[src/parking_settings.svh]
// Sizes and fee constants for the parking lot
// Included by the package and by every module that sizes itself from these values
`ifndef PARKING_SETTINGS_SVH
`define PARKING_SETTINGS_SVH

// Parking floors above the entrance, two spots each
`define FLOORS 7

`define PLATE_W 16 // License plate width
`define QUEUE_DEPTH 8 // Order queue entries
`define FEE_W 8 // Fee width, saturates at all ones

// Top nibble of the plate selects the rate class
`define HANDICAP_PREFIX 4'b1001
`define HYBRID_PREFIX 4'b1000

// Rate per parked cycle, handicapped cars pay nothing
`define HYBRID_RATE 2'd1
`define STANDARD_RATE 2'd2

`endif

[src/parking_pkg.sv]
// Shared types of the parking lot: plates, spots, orders, fees and elevator states
// Modules pull these in with a wildcard import in their header
`default_nettype none

`include "parking_settings.svh"

package parking_pkg;

	// License plate, zero means no car
	typedef logic [`PLATE_W-1:0] plate_t;

	// Floor 1 to 7, place 0 is left and 1 is right
	typedef struct packed {
		logic [2:0] floor;
		logic place;
	} spot_t;

	typedef enum logic {
		order_park = 1'b0,
		order_retrieve = 1'b1
	} order_kind_t;

	typedef struct packed {
		order_kind_t kind;
		plate_t plate;
	} order_t;

	typedef logic [`FEE_W-1:0] fee_t;

	typedef enum logic [2:0] {
		el_idle, // At floor 0, ready for the next order
		el_rise,
		el_park, // Arrival cycle of a park order
		el_fetch, // Arrival cycle of a retrieve order
		el_descend
	} elevator_state_t;

endpackage

`default_nettype wire

[src/order_fifo.sv]
// Circular order queue between the order strobes and the elevator
// Head always shows the oldest order, pushes while full are dropped
`timescale 1ns/1ps
`default_nettype none

`include "parking_settings.svh"

module order_fifo import parking_pkg::*; #(
	parameter int DEPTH = `QUEUE_DEPTH
) (
	input logic clock,
	input logic reset,
	input logic push,
	input order_t push_order,
	input logic pop,
	output order_t head,
	output logic empty,
	output logic full
);
	localparam int PTR_W = $clog2(DEPTH);
	localparam int CNT_W = $clog2(DEPTH + 1);

	order_t mem [DEPTH];
	logic [PTR_W-1:0] rd_ptr;
	logic [PTR_W-1:0] wr_ptr;
	logic [CNT_W-1:0] count;
	logic do_push;
	logic do_pop;

	assign empty = (count == '0);
	assign full = (count == CNT_W'(DEPTH));
	assign do_push = push && !full;
	assign do_pop = pop && !empty;
	assign head = mem[rd_ptr];

	always_ff @(posedge clock) begin
		if (do_push)
			mem[wr_ptr] <= push_order;
	end

	always_ff @(posedge clock or posedge reset) begin
		if (reset) begin
			rd_ptr <= '0;
			wr_ptr <= '0;
			count <= '0;
		end else begin
			if (do_push)
				wr_ptr <= (wr_ptr == PTR_W'(DEPTH - 1)) ? '0 : wr_ptr + 1'b1;
			if (do_pop)
				rd_ptr <= (rd_ptr == PTR_W'(DEPTH - 1)) ? '0 : rd_ptr + 1'b1;
			// Simultaneous push and pop keeps the count
			if (do_push && !do_pop)
				count <= count + 1'b1;
			else if (do_pop && !do_push)
				count <= count - 1'b1;
		end
	end

endmodule

`default_nettype wire

[src/space_allocator.sv]
// Combinational spot search: a free spot of the plate's class for parking,
// and the spot that holds the plate for retrieval
`timescale 1ns/1ps
`default_nettype none

`include "parking_settings.svh"

module space_allocator import parking_pkg::*; (
	input plate_t plate,
	input plate_t [2*`FLOORS-1:0] occupied, // Index is (floor - 1) * 2 + place
	output spot_t free_spot,
	output logic free_found,
	output spot_t held_spot,
	output logic held_found
);
	localparam int SPOTS = 2 * `FLOORS;

	logic sedan_full; // All even floor spots taken
	logic [SPOTS-1:0] allowed; // Spots open to this plate's class

	// Sedans spill onto odd floors only once their own floors are full
	always_comb begin
		sedan_full = 1'b1;
		for (int i = 0; i < SPOTS; i++) begin
			if (((i / 2) % 2) == 1 && occupied[i] == '0)
				sedan_full = 1'b0;
		end
		for (int i = 0; i < SPOTS; i++) begin
			if (plate[0])
				allowed[i] = ((i / 2) % 2) == 0; // SUV, odd floors
			else
				allowed[i] = ((i / 2) % 2) == 1 || sedan_full;
		end
	end

	// Index order already walks floors upward, left before right
	always_comb begin
		free_found = 1'b0;
		free_spot = '0;
		held_found = 1'b0;
		held_spot = '0;
		for (int i = 0; i < SPOTS; i++) begin
			if (!free_found && plate != '0 && allowed[i] && occupied[i] == '0) begin
				free_found = 1'b1;
				free_spot.floor = 3'(i / 2 + 1);
				free_spot.place = 1'(i % 2);
			end
			if (!held_found && plate != '0 && occupied[i] == plate) begin
				held_found = 1'b1;
				held_spot.floor = 3'(i / 2 + 1);
				held_spot.place = 1'(i % 2);
			end
		end
	end

endmodule

`default_nettype wire

[src/fee_meter.sv]
// Parked-cycle counter and fee for one spot
// start clears the count when a car is stored, fee is valid while the car is there
`timescale 1ns/1ps
`default_nettype none

`include "parking_settings.svh"

module fee_meter import parking_pkg::*; (
	input logic clock,
	input logic reset,
	input logic start,
	input logic occupied,
	input plate_t plate,
	output fee_t fee
);
	logic [`FEE_W-1:0] count; // Saturates, fee is capped anyway
	logic [`FEE_W:0] elapsed;
	logic [`FEE_W+1:0] charge;
	logic [1:0] rate;

	always_ff @(posedge clock or posedge reset) begin
		if (reset)
			count <= '0;
		else if (start)
			count <= '0;
		else if (occupied && count != '1)
			count <= count + 1'b1;
	end

	always_comb begin
		if (plate[`PLATE_W-1 -: 4] == `HANDICAP_PREFIX)
			rate = 2'd0;
		else if (plate[`PLATE_W-1 -: 4] == `HYBRID_PREFIX)
			rate = `HYBRID_RATE;
		else
			rate = `STANDARD_RATE;
		elapsed = (`FEE_W+1)'(count) + 1'b1; // Current cycle counts too
		charge = (`FEE_W+2)'(elapsed) * (`FEE_W+2)'(rate);
		fee = (|charge[`FEE_W+1 -: 2]) ? '1 : charge[`FEE_W-1:0];
	end

endmodule

`default_nettype wire

[src/spot_table.sv]
// Plates parked in all 14 spots, with a fee meter per spot
// Store and remove address one spot, the removed car's plate and fee come back at once
`timescale 1ns/1ps
`default_nettype none

`include "parking_settings.svh"

module spot_table import parking_pkg::*; (
	input logic clock,
	input logic reset,
	input logic store,
	input logic remove,
	input spot_t spot,
	input plate_t store_plate,
	output plate_t [2*`FLOORS-1:0] occupied,
	output plate_t removed_plate,
	output fee_t removed_fee
);
	localparam int SPOTS = 2 * `FLOORS;
	localparam int IDX_W = $clog2(SPOTS);

	logic [IDX_W-1:0] idx;
	logic idx_valid;
	fee_t [SPOTS-1:0] fees;

	assign idx = {spot.floor - 3'd1, spot.place}; // Floor 1 left is spot 0
	assign idx_valid = (spot.floor != 3'd0) && (idx < IDX_W'(SPOTS));

	always_ff @(posedge clock or posedge reset) begin
		if (reset) begin
			occupied <= '0;
		end else if (idx_valid) begin
			if (store)
				occupied[idx] <= store_plate;
			else if (remove)
				occupied[idx] <= '0;
		end
	end

	genvar g;
	generate
		for (g = 0; g < SPOTS; g++) begin : g_meter
			fee_meter u_meter (
				.clock(clock),
				.reset(reset),
				.start(store && idx_valid && idx == IDX_W'(g)),
				.occupied(occupied[g] != '0),
				.plate(occupied[g]),
				.fee(fees[g])
			);
		end
	endgenerate

	// Addressed spot, read before the remove edge clears it
	always_comb begin
		if (idx_valid) begin
			removed_plate = occupied[idx];
			removed_fee = fees[idx];
		end else begin
			removed_plate = '0;
			removed_fee = '0;
		end
	end

endmodule

`default_nettype wire

[src/elevator_controller.sv]
// Elevator FSM: takes one order at floor 0, rises a floor per cycle, parks or fetches,
// then descends and hands the fetched car out one cycle after reaching floor 0
`timescale 1ns/1ps
`default_nettype none

module elevator_controller import parking_pkg::*; (
	input logic clock,
	input logic reset,
	input logic empty,
	input order_t head,
	input spot_t free_spot,
	input logic free_found,
	input spot_t held_spot,
	input logic held_found,
	input plate_t removed_plate,
	input fee_t removed_fee,
	output logic pop,
	output logic store,
	output logic remove,
	output spot_t spot,
	output plate_t store_plate,
	output logic [2:0] current_floor,
	output logic parked,
	output logic car_out,
	output plate_t car_out_plate,
	output fee_t fee,
	output logic rejected
);
	elevator_state_t state;
	order_kind_t kind; // Order in service
	spot_t target;
	logic accept;
	elevator_state_t dock; // Arrival state for the head order

	assign pop = (state == el_idle) && !empty;
	assign store = (state == el_park);
	assign remove = (state == el_fetch);
	assign parked = store; // Spot is reported with the store

	// Plate 0 never finds a spot, so it falls out as a reject here
	always_comb begin
		if (head.kind == order_park) begin
			target = free_spot;
			accept = free_found;
			dock = el_park;
		end else begin
			target = held_spot;
			accept = held_found;
			dock = el_fetch;
		end
	end

	always_ff @(posedge clock or posedge reset) begin
		if (reset) begin
			state <= el_idle;
			kind <= order_park;
			current_floor <= 3'd0;
			rejected <= 1'b0;
			car_out <= 1'b0;
		end else begin
			rejected <= 1'b0;
			car_out <= 1'b0;
			case (state)
				el_idle: begin
					if (pop) begin
						kind <= head.kind;
						if (!accept) begin
							rejected <= 1'b1; // Stay at floor 0
						end else begin
							current_floor <= 3'd1;
							state <= (target.floor == 3'd1) ? dock : el_rise;
						end
					end
				end
				el_rise: begin
					current_floor <= current_floor + 3'd1;
					if (current_floor + 3'd1 == spot.floor)
						state <= (kind == order_park) ? el_park : el_fetch;
				end
				el_park, el_fetch: begin
					current_floor <= current_floor - 3'd1;
					state <= el_descend;
				end
				el_descend: begin
					if (current_floor == 3'd0) begin
						state <= el_idle;
						car_out <= (kind == order_retrieve);
					end else begin
						current_floor <= current_floor - 3'd1;
					end
				end
				default: state <= el_idle;
			endcase
		end
	end

	// Order payload and the fetched car
	always_ff @(posedge clock) begin
		if (pop) begin
			spot <= target;
			store_plate <= head.plate;
		end
		if (remove) begin
			car_out_plate <= removed_plate;
			fee <= removed_fee;
		end
	end

endmodule

`default_nettype wire

[src/parking_lot_top.sv]
// Parking lot top level: order queue, spot search, spot table and elevator
// in_mode parks and out_mode retrieves the car with license_plate
`timescale 1ns/1ps
`default_nettype none

`include "parking_settings.svh"

module parking_lot_top import parking_pkg::*; (
	input logic clock,
	input logic reset,
	input logic in_mode,
	input logic out_mode,
	input plate_t license_plate,
	output logic queue_full,
	output logic [2:0] current_floor,
	output logic parked,
	output spot_t parked_spot,
	output logic car_out,
	output plate_t car_out_plate,
	output fee_t fee,
	output logic rejected
);
	order_t push_order;
	order_t head;
	logic empty;
	logic pop;
	plate_t [2*`FLOORS-1:0] occupied;
	spot_t free_spot;
	logic free_found;
	spot_t held_spot;
	logic held_found;
	logic store;
	logic remove;
	plate_t store_plate;
	plate_t removed_plate;
	fee_t removed_fee;

	// Retrieve wins if both strobes come together
	assign push_order = '{kind: out_mode ? order_retrieve : order_park, plate: license_plate};

	order_fifo u_queue (
		.clock(clock),
		.reset(reset),
		.push(in_mode || out_mode),
		.push_order(push_order),
		.pop(pop),
		.head(head),
		.empty(empty),
		.full(queue_full)
	);

	space_allocator u_alloc (
		.plate(head.plate),
		.occupied(occupied),
		.free_spot(free_spot),
		.free_found(free_found),
		.held_spot(held_spot),
		.held_found(held_found)
	);

	spot_table u_table (
		.clock(clock),
		.reset(reset),
		.store(store),
		.remove(remove),
		.spot(parked_spot),
		.store_plate(store_plate),
		.occupied(occupied),
		.removed_plate(removed_plate),
		.removed_fee(removed_fee)
	);

	elevator_controller u_elevator (
		.clock(clock),
		.reset(reset),
		.empty(empty),
		.head(head),
		.free_spot(free_spot),
		.free_found(free_found),
		.held_spot(held_spot),
		.held_found(held_found),
		.removed_plate(removed_plate),
		.removed_fee(removed_fee),
		.pop(pop),
		.store(store),
		.remove(remove),
		.spot(parked_spot), // Target spot, also the table address
		.store_plate(store_plate),
		.current_floor(current_floor),
		.parked(parked),
		.car_out(car_out),
		.car_out_plate(car_out_plate),
		.fee(fee),
		.rejected(rejected)
	);

endmodule

`default_nettype wire

[config.mk]
export PLATFORM = sky130hd
export DESIGN_NAME = parking_lot_top
export DESIGN_NICKNAME = d
export VERILOG_FILES = /design/src/parking_pkg.sv /design/src/order_fifo.sv /design/src/space_allocator.sv /design/src/fee_meter.sv /design/src/spot_table.sv /design/src/elevator_controller.sv /design/src/parking_lot_top.sv
export VERILOG_INCLUDE_DIRS = /design/src
export SDC_FILE = /design/constraint.sdc
export NUM_CORES = 2
export LEC_CHECK = 0
export BUFFER_PORTS_ARGS = -buffer_cell sky130_fd_sc_hd__buf_4
export CAP_MARGIN = 15
export CORE_AREA = 2 2 349 351
export DETAILED_ROUTE_END_ITERATION = 7
export DIE_AREA = 0 0 351 353
export PLACE_DENSITY = 0.5
export SYNTH_ARGS = -nofsm -noshare
export SYNTH_HDL_FRONTEND = slang
export SYNTH_SLANG_ARGS = --single-unit
export TNS_END_PERCENT = 20
[constraint.sdc]
create_clock -name clock -period 11.7 [get_ports clock]
set_input_delay 0.585 -clock clock [delete_from_list [all_inputs] [get_ports clock]]
set_output_delay 0.585 -clock clock [all_outputs]
set_load 0.01 [all_outputs]
== Word-level counts from Yosys, hierarchy flattened ==
Memories as Yosys holds them, arrays and structs flattened.
Index checks and enable logic that the tools add are counted.

* Flip-flop bits (word level): 399
* Memory bits (writable): 136
* Output and inout bits: 35
* Memories: 1

{| class="wikitable"
|+ Memories
! memory !! depth !! bits a word !! rd ports !! clocked after Yosys merged registers in !! write ports !! line !! text
|-
| u_queue.mem || 8 || 17 || 1 || 0 || 1 || order_fifo.sv:23 || <nowiki>order_t mem [DEPTH];</nowiki>
|}

* Equal/unequal tests: 83
* $mul: 14
* $lt $le $gt $ge: 3
* Bitwise gates (word level): 2
* Muxes and demuxes: 169
* Reduce and logical (&&, ||, !) cells: 205
* Add/sub/neg operators: 35

{| class="wikitable"
|+ Operators with widths
! operator !! number
|-
| 224-bit 2-to-1 mux || 2
|-
| 8-bit 2-to-1 mux || 43
|-
| 16-bit nonzero test || 15
|-
| 224-bit AND || 1
|-
| 224-bit bitwise mux || 1
|-
| 16-bit equality test || 14
|-
| 16-bit zero test || 14
|-
| 224-bit inverter || 1
|-
| 4-bit equality test, second input constant || 35
|-
| 9-bit by 2-bit multiplier with 10-bit output || 14
|-
| 8-bit by 1-bit adder with 9-bit output, second input constant || 14
|-
| 8-bit by 1-bit adder with 8-bit output, second input constant || 14
|-
| 8-bit != test, second input constant || 14
|-
| 1-bit logical AND || 104
|-
| 4-bit 2-to-1 mux || 19
|-
| 2-bit 2-to-1 mux || 33
|-
| 16-bit binary-select mux with 4-bit select || 1
|-
| 16-bit demux with 4-bit select || 1
|-
| 3-bit 2-to-1 mux || 17
|-
| 1-bit 2-to-1 mux || 47
|-
| 8-bit binary-select mux with 4-bit select || 1
|-
| 16-bit 2-to-1 mux || 2
|-
| 2-bit nonzero test || 16
|-
| 1-bit zero test || 30
|-
| other kinds (25) || 58
|}

== Logic depth before layout (Yosys ltp) ==
* Depth in word-level cells: 82
* Mapped depth: 18
* Mapped depth without buffers: 17

== Modules after synthesis ==
A second synthesis with hierarchy kept.

* Cells, all modules: 3,589
* Area total of the unflattened synthesis: 37,181.9 um^2

{| class="wikitable"
|+ By module, submodules not included
! module !! cells an instance !! area an instance (um^2) !! instances
|-
| fee_meter || 123 || 1,001.0 || 14
|-
| spot_table || 994 || 11,507.3 || 1
|-
| order_fifo || 264 || 5,921.9 || 1
|-
| space_allocator || 490 || 3,657.3 || 1
|-
| elevator_controller || 118 || 2,075.7 || 1
|-
| parking_lot_top || 1 || 6.3 || 1
|}

== Worst setup path before layout ==
OpenSTA, ideal clock, no wires.

* Path type: register to register
* From: register u_table.occupied[45] (netlist name)
* To: register u_elevator.fee[5] (data pin)
* Data arrival time: 3.735 ns
* Data required time: 11.434 ns
* Setup slack: 7.699 ns
* Period minus slack after synthesis: 4.001 ns
* Cell stages (with the launch flop): 18
* Path through: dfrtp_1 > nor3b_1 > nand2b_1 > clkbuf_1 > or2_2 > inv_1 > ha_1 > a21o_1 > a21oi_1 > nor2b_1 > o21a_1 > o41ai_1 > nand2_1 > o22a_1 > o21ai_0 > nand4_1 > a311oi_1 > nor2_1

* Longest elaborated chain between the ends: 8
* Elaborated cells between the ends (all ways): 9
* Classes of those cells: 1 x mul; 2 x eq/ne; 5 x mux; 1 x reduce/logical

{| class="wikitable"
|+ RTL lines
! element !! line !! text
|-
| from (decl) || spot_table.sv:15 || <nowiki>output plate_t [2*`FLOORS-1:0] occupied,</nowiki>
|-
| from (signal, indexed assignment) || spot_table.sv:34 || <nowiki>occupied[idx] <= store_plate;</nowiki>
|-
| 4-bit equality test (no source line) || - ||
|-
| 2-bit 2-to-1 mux || fee_meter.sv:33 || <nowiki>else if (plate[`PLATE_W-1 -: 4] == `HYBRID_PREFIX)</nowiki>
|-
| 2-bit 2-to-1 mux * || fee_meter.sv:31 || <nowiki>if (plate[`PLATE_W-1 -: 4] == `HANDICAP_PREFIX)</nowiki>
|-
| 9-bit by 2-bit multiplier with 10-bit output * || fee_meter.sv:38 || <nowiki>charge = (`FEE_W+2)'(elapsed) * (`FEE_W+2)'(rate);</nowiki>
|-
| 2-bit OR reduction || fee_meter.sv:39 || <nowiki>fee = (|charge[`FEE_W+1 -: 2]) ? '1 : charge[`FEE_W-1:0];</nowiki>
|-
| 8-bit 2-to-1 mux * || fee_meter.sv:39 ||
|-
| 8-bit binary-select mux with 4-bit select * || spot_table.sv:58 || <nowiki>removed_fee = fees[idx];</nowiki>
|-
| 8-bit 2-to-1 mux (not written as such) * || spot_table.sv:58 ||
|-
| to (signal assigned) || elevator_controller.sv:105 || <nowiki>fee <= removed_fee;</nowiki>
|-
| to (decl) || elevator_controller.sv:26 || <nowiki>output fee_t fee,</nowiki>
|}

Every way passes the cells marked *; elsewhere a longest branch is shown, timed or not. The select of a mux whose other input is x is not followed.
A chain may end at the register's enable or synchronous reset.

==> flow_metrics.tcl <==
set metrics [dict create \
    run_status "finished with violations" \
    violations "hold timing" \
    total_power_uw 12200 \
    holdCritPathClass "input pin to async pin" \
    max_cap_violations 0 \
    worst_slack_ps 6170 \
    setup_viol 0 \
    max_freq_ghz 0.181 \
    synth_edf_count 180 \
    synth_nets 3952 \
    fin_tns_setup_ps 0 \
    ioPinCount 55 \
    slowest_delay_ps 960 \
    rows 128 \
    rsz0062_at_grt "false" \
    drt_wl_total_um 126000 \
    ys_warn_count 0 \
    wl_met2_um 55600 \
    start_util 0.287 \
    design.core.area_um2 121000 \
    dieWidth_um 351 \
    clk_pin_slew_worst_paths_ps 70 \
    fp.dieH_um 353 \
    fillers 12500 \
    worstPathCellList "buf_4 -> nor2b_1 -> a22o_1 -> nor2_1 -> or4b_1 -> nor4_2 -> nor2_1 -> a221oi_1 -> nand2_1 -> o221ai_1 -> nand3b_1 -> a21boi_1" \
    dpl_cell_area_um2 37100 \
    vias_per_cell 5.37 \
    leakagePower_uw 0.0158 \
    syn-cell-area_um2 34600 \
    clkSinkCount 535 \
    hold_viol 1 \
    syn_area_per_cell_um2 9.16 \
    crit_path_start_kind "register" \
    drive_gt1_frac 0.0971 \
    worst_skew_pair.late_latency_ps 690 \
    grt_pass1_vias 28100 \
    holdWs_ps -2.05 \
    port_buffers 54 \
    power.density_nw_per_um2 310 \
    drt_pass1_iterations 7 \
    cp-end-kind "register" \
    top_layer "met5" \
    dp.cells 5371 \
    antenna_found_initial 7 \
    relSlewSlack 0.220 \
    synth-async-reset-ratio 0.664 \
    cts-htree-levels 2 \
    synth_flop_cell "dfrtp_1" \
    routabilityCongestion 0.976 \
    peakVddDrop_uv 184 \
    drtIter0Drc 3044 \
    grt_util_all_layers 0.200 \
    clock_tree.root_cell "clkbuf_16" \
    fin_nets 3984 \
    period_needed_ps 5530 \
    r2r_setup_slack_ps 6170 \
    cts_buffer_depth 3 \
    wl_met3_um 8440 \
    wl_met1_um 55500 \
    cts_made_buffers 61 \
    crit_fanout 37 \
    slowest_stage "nor4_2" \
    final_cells 5491 \
    arrival_ps 6140 \
    hold_buffers 0 \
    tightest_slew_ps 1160 \
    ys_types 77 \
    tritoncts "built" \
    areaGrowthSynthToFinish_pct 13.6 \
    cp_common_cell "nor2_1" \
    ant_nets 0 \
    cts_resized 0 \
    finClkSkew_ps 30.0 \
    final_cell_area_um2 39300 \
    multi_input_area_um2 19400 \
    required_ps 12300 \
    period_share 0.473 \
    critical_path_class "register to register" \
    post-dp-hpwl_um 90800 \
    wl_per_cell_um 22.9 \
    grt_pass1_wl_um 187000 \
    yosysSeqAreaShare 0.413 \
    post_cts_buffers 0 \
    drv_slew 0 \
    grt_overflow_total 0 \
    drcViolationCount 0 \
    die_area_um2 124000 \
    pre_cts_ws_ps 6320 \
    syn-instance-count 3779 \
    vias 29500 \
    synth-seq-cells 535 \
    regArea_um2 14300 \
    grt_max_degree 143 \
]
## placed cells by master, fill, tap and decap left out, types with 16 or more instances in the layout
cell and count:
a211oi_1 26, a21o_1 18, a21oi_1 116, a31oi_1 18
and2_1 16, and3_1 37, buf_4 134, clkbuf_16 61
dfrtp_1 354, edfxtp_1 180, ha_1 138, inv_1 99
mux2i_1 38, mux4_2 60, nand2_1 427, nand2b_1 44
nand3_1 79, nand4_1 92, nor2_1 470, nor2b_1 44
nor3_1 51, nor3b_1 17, nor4_1 94, o21a_1 30
o21ai_0 453, or2_2 32, or3_1 87, xnor2_1 236
xor2_1 151
## metal layers
| metal | up-vias | global-route usage |
|---|---|---|
| met3 | 307 | 0.0317 |
| met4 | 8 | 0.0903 |
| li1 | 13500 | - |
| met2 | 1109 | 0.309 |
| met5 | - | 0 |
| met1 | 14500 | 0.275 |
## power breakdown
group	switching, µW	internal [µW]
clock network	877	1250
registers	686	2570
logic	4360	2450
## cell usage after synthesis (87+ instances only)
cell type	n	area, µm²
clkbuf_1	134	503
edfxtp_1	180	5410
nand4_1	92	576
inv_1	100	375
xor2_1	152	1330
or3_1	87	544
nor4_1	95	594
nand2_1	427	1600
a21oi_1	116	581
dfrtp_1	355	8880
xnor2_1	237	2080
o21ai_0	454	2270
ha_1	138	1730
nor2_1	473	1780
## state kept, by name (all words and copies together) (netlist names)
signal                         count
u_elevator.car_out                 1
u_elevator.car_out_plate          16
u_elevator.current_floor           3
u_elevator.fee                     8
u_elevator.kind                    1
u_elevator.rejected                1
u_elevator.spot                    4
u_elevator.state                   3
u_elevator.store_plate            16
u_queue.count                      4
u_queue.mem                      136
u_queue.rd_ptr                     3
u_queue.wr_ptr                     3
u_table.g_meter.u_meter.count    112
u_table.occupied                 224
## per-stage QoR
step	utilization	hold slack, ps
2_1_floorplan	-	447
3_3_place_gp	0.308	476
3_5_place_dp	0.308	484
4_1_cts	0.326	32.1
5_1_grt	0.326	61.7
6_report	0.326	-2.05
## worst max-delay path: cells and delay by family, from the launching register on
family          cells  cell delay (ps)
compound gates      4             1590
simple gates        7             3040
buf+inv             1              450
flops               1              320
## cell type report
class                           instances  area share
Sequential cell                       535       0.363
Clock buffer                           72      0.0406
Tap cell                             1625      0.0517
Timing Repair Buffer                  135      0.0261
Inverter                              101     0.00983
Antenna cell                            3    0.000191
Clock inverter                         43      0.0152
Multi-Input combinational cell       2977       0.493
## final timing paths
kind | from | endpoint | cells past startpoint
min in group clock | license_plate[10] | u_queue.mem[2][10] | 1
max in group asynchronous | reset | u_table.g_meter[11].u_meter.count[2] | 4
hold reg to reg | u_queue.count[3] | u_queue.count[3] | 1
setup reg to reg | u_queue.rd_ptr[2] | u_elevator.state[1] | 12
hold / removal | reset | u_table.occupied[141] | 2
setup / recovery | u_queue.rd_ptr[2] | u_elevator.state[1] | 12
## cell families after synthesis
group | Yosys count | synth area share
AOI/OAI and AO/OA | 776 | 0.130
muxes | 124 | 0.0587
DFF | 535 | 0.413
and+or+nand+nor | 1535 | 0.210
buffers and inverters | 267 | 0.0309
adders and majority gates | 153 | 0.0586
xor gates and xnor gates | 389 | 0.0985
Note: power is estimated with default switching activity, not from simulation.
